`src/spi_pkg.sv`:
```
`default_nettype none

package spi_pkg;

    //////////////////////////////
    // widths and counts
    //////////////////////////////
    localparam int data_width    = 8;                  // spi word
    localparam int num_regs      = 16;                 // register bank depth
    localparam int addr_width    = $clog2(num_regs);   // 4 address bits
    localparam int bit_cnt_width = $clog2(data_width); // counts 0..7 in a byte
    localparam logic [bit_cnt_width-1:0] last_bit = bit_cnt_width'(data_width - 1);

    //////////////////////////////
    // stage structs
    //////////////////////////////

    // synchronized pin events, one clk wide each
    typedef struct packed {
        logic sclk_rise;
        logic sclk_fall;
        logic cs_fall;
        logic cs_rise;
        logic mosi_s;     // mosi level aligned with the edge strobes
    } spi_evt_t;

    // received byte from the shifter
    typedef struct packed {
        logic                  valid;       // byte complete
        logic [data_width-1:0] data;
        logic                  frame_start; // cs went low
    } rx_byte_t;

    // register command from the decoder
    typedef struct packed {
        logic                  wr;
        logic                  rd;
        logic [addr_width-1:0] addr;
        logic [data_width-1:0] wdata;
    } reg_req_t;

    // read answer from the bank
    typedef struct packed {
        logic                  valid;
        logic [data_width-1:0] rdata;
    } reg_rsp_t;

endpackage

`default_nettype wire
```
`src/spi_reg_slave_top.sv`:
```
`timescale 1ns/1ns
`default_nettype none

module spi_reg_slave_top import spi_pkg::*; (
    input  logic clk,
    input  logic rst,
    input  logic sclk,
    input  logic mosi,
    input  logic cs,
    output logic miso
);

    //////////////////////////////
    // stage links
    //////////////////////////////
    spi_evt_t              evt;     // sync to shifter
    rx_byte_t              rx;      // shifter to decoder
    reg_req_t              req;     // decoder to bank
    reg_rsp_t              rsp;     // bank back to decoder
    logic [data_width-1:0] tx_byte; // decoder back to shifter

    spi_input_sync u_sync (
        .clk  (clk),
        .rst  (rst),
        .sclk (sclk),
        .mosi (mosi),
        .cs   (cs),
        .evt  (evt)
    );

    spi_slave_shifter u_shifter (
        .clk     (clk),
        .rst     (rst),
        .evt     (evt),
        .tx_byte (tx_byte),
        .rx      (rx),
        .miso    (miso)
    );

    spi_frame_decoder u_decoder (
        .clk     (clk),
        .rst     (rst),
        .rx      (rx),
        .rsp     (rsp),
        .req     (req),
        .tx_byte (tx_byte)
    );

    spi_reg_bank u_regs (
        .clk (clk),
        .rst (rst),
        .req (req),
        .rsp (rsp)
    );

endmodule

`default_nettype wire

```
`src/spi_reg_bank.sv`:
```
`timescale 1ns/1ns
`default_nettype none

module spi_reg_bank import spi_pkg::*; (
    input  logic     clk,
    input  logic     rst,
    input  reg_req_t req,
    output reg_rsp_t rsp
);

    logic [data_width-1:0] regs [num_regs];
    logic                  rsp_valid;
    logic [data_width-1:0] rsp_rdata;

    // register file, all cleared on reset
    always_ff @(posedge clk) begin
        if (rst) begin
            for (int i = 0; i < num_regs; i++) begin
                regs[i] <= '0;
            end
            rsp_valid <= 1'b0;
        end else begin
            rsp_valid <= req.rd; // answer one clk after the strobe
            if (req.wr) begin
                regs[req.addr] <= req.wdata;
            end
        end
    end

    // read data register
    always_ff @(posedge clk) begin
        if (req.rd) rsp_rdata <= regs[req.addr];
    end

    assign rsp = '{valid: rsp_valid, rdata: rsp_rdata};

endmodule

`default_nettype wire

```
`src/spi_frame_decoder.sv`:
```
`timescale 1ns/1ns
`default_nettype none

module spi_frame_decoder import spi_pkg::*; (
    input  logic                  clk,
    input  logic                  rst,
    input  rx_byte_t              rx,
    input  reg_rsp_t              rsp,
    output reg_req_t              req,
    output logic [data_width-1:0] tx_byte
);

    logic [1:0]            byte_idx;  // 0 command, 1 data or turnaround, 2 and up the rest
    logic                  cmd_wr;    // bit 7 of the command
    logic [addr_width-1:0] cmd_addr;
    logic                  req_wr;
    logic                  req_rd;
    logic [data_width-1:0] req_wdata;
    logic                  is_cmd;
    logic                  is_data;

    assign is_cmd  = rx.valid && (byte_idx == 2'd0);
    assign is_data = rx.valid && (byte_idx == 2'd1);

    //////////////////////////////
    // command and data latch
    //////////////////////////////
    always_ff @(posedge clk) begin
        if (is_cmd) begin
            cmd_wr   <= rx.data[data_width-1];
            cmd_addr <= rx.data[addr_width-1:0]; // bits 6..4 dropped here
        end
        if (is_data) begin
            req_wdata <= rx.data;
        end
    end

    //////////////////////////////
    // byte index and strobes
    //////////////////////////////
    always_ff @(posedge clk) begin
        if (rst) begin
            byte_idx <= 2'd0;
            req_wr   <= 1'b0;
            req_rd   <= 1'b0;
            tx_byte  <= '0;
        end else begin
            req_wr <= 1'b0;
            req_rd <= 1'b0;
            if (rx.frame_start) begin
                byte_idx <= 2'd0;
                tx_byte  <= '0; // turnaround byte sends zero
            end else begin
                if (rsp.valid) tx_byte <= rsp.rdata; // held for bytes 2 and later
                if (rx.valid && byte_idx != 2'd2) begin
                    byte_idx <= byte_idx + 2'd1; // saturate, later bytes all look alike
                end
                if (is_cmd && !rx.data[data_width-1]) begin
                    req_rd <= 1'b1; // read fetched during turnaround byte
                end
                if (is_data && cmd_wr) begin
                    req_wr <= 1'b1;
                end
            end
        end
    end

    // cmd_addr is valid in the rd cycle and stays so through the wr cycle
    assign req = '{wr: req_wr, rd: req_rd, addr: cmd_addr, wdata: req_wdata};

endmodule

`default_nettype wire

```
`src/spi_slave_shifter.sv`:
```
`timescale 1ns/1ns
`default_nettype none

module spi_slave_shifter import spi_pkg::*; (
    input  logic                  clk,
    input  logic                  rst,
    input  spi_evt_t              evt,
    input  logic [data_width-1:0] tx_byte,
    output rx_byte_t              rx,
    output logic                  miso
);

    typedef enum logic [1:0] {
        st_idle,    // waiting for cs low
        st_wait_hi, // waiting for sclk rise, drive miso there
        st_wait_lo  // waiting for sclk fall, sample mosi there
    } state_t;

    state_t                   state;
    logic                     sel;       // index of the working buffer
    logic [data_width-1:0]    shreg [2]; // one shifts, the other preloads tx_byte
    logic [bit_cnt_width-1:0] bit_cnt;
    logic                     rx_valid;
    logic                     rx_start;
    logic [data_width-1:0]    rx_data;
    logic [data_width-1:0]    shifted;   // working buffer with the new bit in
    logic                     frame_go;
    logic                     shift_en;
    logic                     byte_done;

    assign shifted   = {shreg[sel][data_width-2:0], evt.mosi_s};
    assign frame_go  = (state == st_idle) && evt.cs_fall;
    assign shift_en  = (state == st_wait_lo) && evt.sclk_fall && !evt.cs_rise;
    assign byte_done = shift_en && (bit_cnt == last_bit);

    //////////////////////////////
    // double buffer
    //////////////////////////////
    always_ff @(posedge clk) begin
        shreg[~sel] <= tx_byte; // idle buffer tracks the next byte to send
        if (frame_go) begin
            shreg[~sel] <= '0; // becomes working, byte 0 has nothing to answer
        end else if (shift_en && !byte_done) begin
            shreg[sel] <= shifted;
        end
    end

    always_ff @(posedge clk) begin
        if (byte_done) rx_data <= shifted; // full byte straight from the shift path
    end

    //////////////////////////////
    // bit engine
    //////////////////////////////
    always_ff @(posedge clk) begin
        if (rst) begin
            state    <= st_idle;
            sel      <= 1'b0;
            bit_cnt  <= '0;
            miso     <= 1'b0;
            rx_valid <= 1'b0;
            rx_start <= 1'b0;
        end else begin
            rx_valid <= 1'b0;
            rx_start <= 1'b0;
            if (state != st_idle && evt.cs_rise) begin
                // frame over, partial byte is simply lost
                state   <= st_idle;
                bit_cnt <= '0;
                miso    <= 1'b0;
            end else begin
                case (state)
                    st_idle: if (evt.cs_fall) begin
                        rx_start <= 1'b1;
                        sel      <= ~sel; // preloaded buffer goes to work
                        bit_cnt  <= '0;
                        state    <= st_wait_hi;
                    end
                    st_wait_hi: if (evt.sclk_rise) begin
                        miso  <= shreg[sel][data_width-1]; // msb first
                        state <= st_wait_lo;
                    end
                    st_wait_lo: if (evt.sclk_fall) begin
                        state <= st_wait_hi;
                        if (byte_done) begin
                            rx_valid <= 1'b1;
                            sel      <= ~sel;
                            bit_cnt  <= '0;
                        end else begin
                            bit_cnt <= bit_cnt + 1'b1;
                        end
                    end
                    default: state <= st_idle;
                endcase
            end
        end
    end

    assign rx = '{valid: rx_valid, data: rx_data, frame_start: rx_start};

endmodule

`default_nettype wire

```
`src/spi_input_sync.sv`:
```
`timescale 1ns/1ns
`default_nettype none

module spi_input_sync import spi_pkg::*; (
    input  logic     clk,
    input  logic     rst,
    input  logic     sclk,
    input  logic     mosi,
    input  logic     cs,
    output spi_evt_t evt
);

    // [0] and [1] form the synchronizer, [2] is the delayed copy for edges
    logic [2:0] sclk_sr;
    logic [2:0] cs_sr;
    logic [1:0] mosi_sr; // no edge needed on mosi, level only

    always_ff @(posedge clk) begin
        if (rst) begin
            sclk_sr <= 3'b000; // mode 1 idles low
            cs_sr   <= 3'b111; // slave deselected
            mosi_sr <= 2'b00;
            evt     <= '0;
        end else begin
            sclk_sr <= {sclk_sr[1:0], sclk};
            cs_sr   <= {cs_sr[1:0], cs};
            mosi_sr <= {mosi_sr[0], mosi};

            // edge strobes are registered, 3 clk after the pin moves
            evt.sclk_rise <= sclk_sr[1] & ~sclk_sr[2];
            evt.sclk_fall <= ~sclk_sr[1] & sclk_sr[2];
            evt.cs_fall   <= ~cs_sr[1] & cs_sr[2];
            evt.cs_rise   <= cs_sr[1] & ~cs_sr[2];
            evt.mosi_s    <= mosi_sr[1]; // same depth as the sclk stage feeding the edge
        end
    end

endmodule

`default_nettype wire

```
`config.mk`:
```
export PLATFORM = sky130hd
export DESIGN_NAME = spi_reg_slave_top
export DESIGN_NICKNAME = d
export VERILOG_FILES = /design/src/spi_pkg.sv /design/src/spi_reg_slave_top.sv /design/src/spi_reg_bank.sv /design/src/spi_frame_decoder.sv /design/src/spi_slave_shifter.sv /design/src/spi_input_sync.sv
export SDC_FILE = /design/constraint.sdc
export NUM_CORES = 1
export LEC_CHECK = 0
export BUFFER_PORTS_ARGS = -buffer_cell sky130_fd_sc_hd__buf_2
export CORE_MARGIN = 4
export CORE_UTILIZATION = 40
export DETAILED_ROUTE_END_ITERATION = 10
export GPL_TIMING_DRIVEN = 0
export SYNTH_ARGS = -nofsm -noshare
export SYNTH_HDL_FRONTEND = slang
export SYNTH_SLANG_ARGS = --single-unit
```
`constraint.sdc`:
```
create_clock -name clk -period 5.7 [get_ports clk]
set_input_delay 0.57 -clock clk [delete_from_list [all_inputs] [get_ports clk]]
set_output_delay 0.57 -clock clk [all_outputs]
set_load 0.01 [all_outputs]
```
==> results_dict.tcl <==
set metrics [dict create \
    min_path_type "primary input to flop" \
    coreArea_mm2 0.0218 \
    grt_max_degree 14 \
    cap_violations 0 \
    wire_per_inst_um 19.9 \
    root_buffer "clkbuf_16" \
    die_h_um 157 \
    worst_path_largest_cell_delay_ps 680 \
    rr_endpoint "u_regs.rsp_rdata[7]$_DFFE_PP_" \
    rr_worst_depth 5 \
    synth.net_count 613 \
    yosysMostFrequentCell "edfxtp_1" \
    dp_slack_ps 2950 \
    firstDrtPassIters 6 \
    hold_viol_final 0 \
    ys_ff_latch 209 \
    yosys-top-cells-area "edfxtp_1 (58%), and2_1 (9.3%), dfxtp_1 (8.1%), mux4_2 (8.1%), mux2i_1 (2.7%)" \
    cp_slowest_cell "buf_1" \
    cts.sinks 209 \
    yosys-top-cells-count "edfxtp_1 (173), and2_1 (132), dfxtp_1 (36)" \
    reg2reg_from "u_decoder.cmd_addr[1]$_DFFE_PP_" \
    cp_cell_sequence "buf_2, buf_1, mux4_2, a22oi_1, nand2_1" \
    hpwlAfterDp_um 12700 \
    diodes 0 \
    vdd_ir_drop_max_mv 0.317 \
    die_w_um 157 \
    slew_violations 0 \
    die_area_mm2 0.0247 \
    drt_wl_total_um 18500 \
    path_max_fanout 10 \
    drc 0 \
    cts_resized 0 \
    dp_cells 887 \
    post_layout_nonfiller_instances 928 \
    finalWorstSetupSlack_ps 3200 \
    synthFlopType "edfxtp_1" \
    routed-via-count 4861 \
    hold_end "u_sync.cs_sr[0]$_SDFF_PP1_" \
    insertion_delay_ps 500 \
    layout-drive-gt1-share_pct 17.4 \
    synth.largest_area_cell "edfxtp_1" \
    critPathLaunchType "flop" \
    tns_ps 0 \
    p_per_area_mw_per_mm2 324 \
    cts_setup_buffers 0 \
    cts_htree_levels 1 \
    outcome "finished clean" \
    critical_path_class "flop to flop" \
    cts_tree "done" \
    hold_path_depth 2 \
    numPortBuffers 4 \
    cts_buffers 23 \
    critPathBufInv 2 \
    timing.hold.ws_ps 259 \
    clk_pin_slew_worst_paths_ps 60 \
    stdcell_area_mm2 0.0100 \
    synth_edf_count 173 \
    yosysTopAreaCellShare_pct 58.4 \
    end_kind "flop" \
    post_synth_instance_area_mm2 0.00889 \
    grt_pass1_wl_um 28500 \
    cts_hold_buf 0 \
    nNetsFinal 642 \
    r2r_slack_ps 3200 \
    worstMarginPinSlew_ps 1350 \
    leakage_nw 3.48 \
    fin_skew_ps 13.1 \
    syn_to_final_growth_pct 12.4 \
    drt_iter0_markers 396 \
    start_util_pct 40.8 \
    worstPathArrival_ps 2720 \
    hp-start "cs" \
    yosysUniqueCellTypes 37 \
    place.gp.congestion 0.873 \
    grt_pass1_vias 5024 \
    grt_use_total_pct 15.4 \
    period_needed_ps 2500 \
    ioPinCount 6 \
    yosysSeqAreaShare_pct 66.5 \
    slew_headroom_pct 9.85 \
    syn_inst 603 \
    grt_antenna_before_repair 0 \
    postPlaceCellArea_mm2 0.00926 \
    period_share_pct 43.9 \
    fmax_ghz 0.400 \
    grt_setup_unrepaired "no" \
    yosysWarnings 0 \
    avgSynthCellArea_um2 14.7 \
    routed_via_density 5.24 \
    crit_family "buffers and inverters" \
    cts_buffer_depth 3 \
    setup_viol 0 \
    std_cell_rows 54 \
    grt_overflow_total 0 \
    async_reset_ff_share_pct 0 \
    cp.required_ps 5920 \
    final_antenna_net_count 0 \
]
==> worst register-to-register path, delay by kind of cell (launching register included) <==
kind                   cells  cell delay (ps)
buffers and inverters      2              930
multiplexers               1              410
AO/OA/AOI/OAI              1              400
flip-flops                 1              350
AND/OR/NAND/NOR            1              130
==> layout make-up <==
cell class	count	area, um2
fill	1904	11800
sequential	209	5920
multi-input combinational	352	2800
clock buffer	26	587
tap	280	350
clock inverter	15	149
buffer	31	141
inverter	11	41.3
timing repair buffer	4	20.0
==> cells by family (layout without fill, tap and decap cells) <==
family / count (synthesis) / count (layout) / share of synthesized area (%)
AOI/OAI and AO/OA: 33 / 33 / 2.69
xor gates and xnor gates: 2 / 2 / 0.197
adders and majority gates: 5 / 5 / 0.703
buffers and inverters: 42 / 87 / 2.05
DFF: 209 / 209 / 66.5
muxes: 58 / 58 / 11.1
and+or+nand+nor: 254 / 254 / 16.7
==> per-layer routing <==
| layer | up-vias | GRT usage [%] | part of all wire, % |
|---|---|---|---|
| met5 | - | 0 | 0 |
| li1 | 2248 | - | - |
| met3 | 38 | 3.63 | 7.8 |
| met4 | 0 | 5.12 | 2.9 |
| met2 | 145 | 24.8 | 48 |
| met1 | 2430 | 20.8 | 41 |
==> flip-flops by register name, indices dropped and copies added, names as in the netlist, 2 cells and up, named ones only <==
name and cells:
u_decoder.tx_byte 8, u_sync.mosi_sr 2, u_sync.cs_sr 3, u_shifter.bit_cnt 3
u_shifter.state 2, u_regs.regs 128, u_shifter.rx_data 8, u_decoder.cmd_addr 4
u_shifter.shreg 16, u_decoder.req_wdata 8, u_decoder.byte_idx 2, u_regs.rsp_rdata 8
u_sync.evt 5, u_sync.sclk_sr 3
==> layout by cell type (no fill, tap or decap), types with 11 or more instances in the layout <==
cell | Yosys | routed
nor2b_1 | 13 | 13
clkbuf_1 | 17 | 20
edfxtp_1 | 173 | 173
inv_1 | 11 | 11
mux2i_1 | 24 | 24
mux4_2 | 32 | 32
dfxtp_1 | 36 | 36
clkbuf_16 | 0 | 23
nand2_1 | 22 | 22
or2_2 | 20 | 20
nor2_1 | 35 | 35
and2_1 | 132 | 132
a22oi_1 | 17 | 17
==> power by group <==
| group | switching (mW) | internal (mW) |
|---|---|---|
| Clock | 0.582 | 0.874 |
| Combinational | 0.0451 | 0.0284 |
| Sequential | 0.0146 | 1.70 |
==> how the worst max path moves through the flow <==
stage | from | end | slack, ps | cells after the start
final | u_decoder.cmd_addr[1]$_DFFE_PP_ | u_regs.rsp_rdata[7]$_DFFE_PP_ | 3200 | 5
after global routing | u_decoder.cmd_addr[1]$_DFFE_PP_ | u_regs.rsp_rdata[7]$_DFFE_PP_ | 3050 | 5
after CTS | u_decoder.cmd_addr[1]$_DFFE_PP_ | u_regs.rsp_rdata[7]$_DFFE_PP_ | 3210 | 5
after detailed placement | rst | u_regs.regs[8][6]$_SDFFCE_PN0P_ | 2950 | 5
after global placement | rst | u_regs.regs[9][5]$_SDFFCE_PN0P_ | 3010 | 5
after floorplan | rst | u_regs.regs[9][0]$_SDFFCE_PN0P_ | 3740 | 5
==> stage by stage <==
stage	power [mW]	util [%]
6_report	3.24	45.8
5_1_grt	3.35	45.8
4_1_cts	3.27	45.8
3_5_place_dp	1.82	42.4
3_3_place_gp	1.82	42.4
2_1_floorplan	1.79	-
Power figures use the tool's default switching activity.
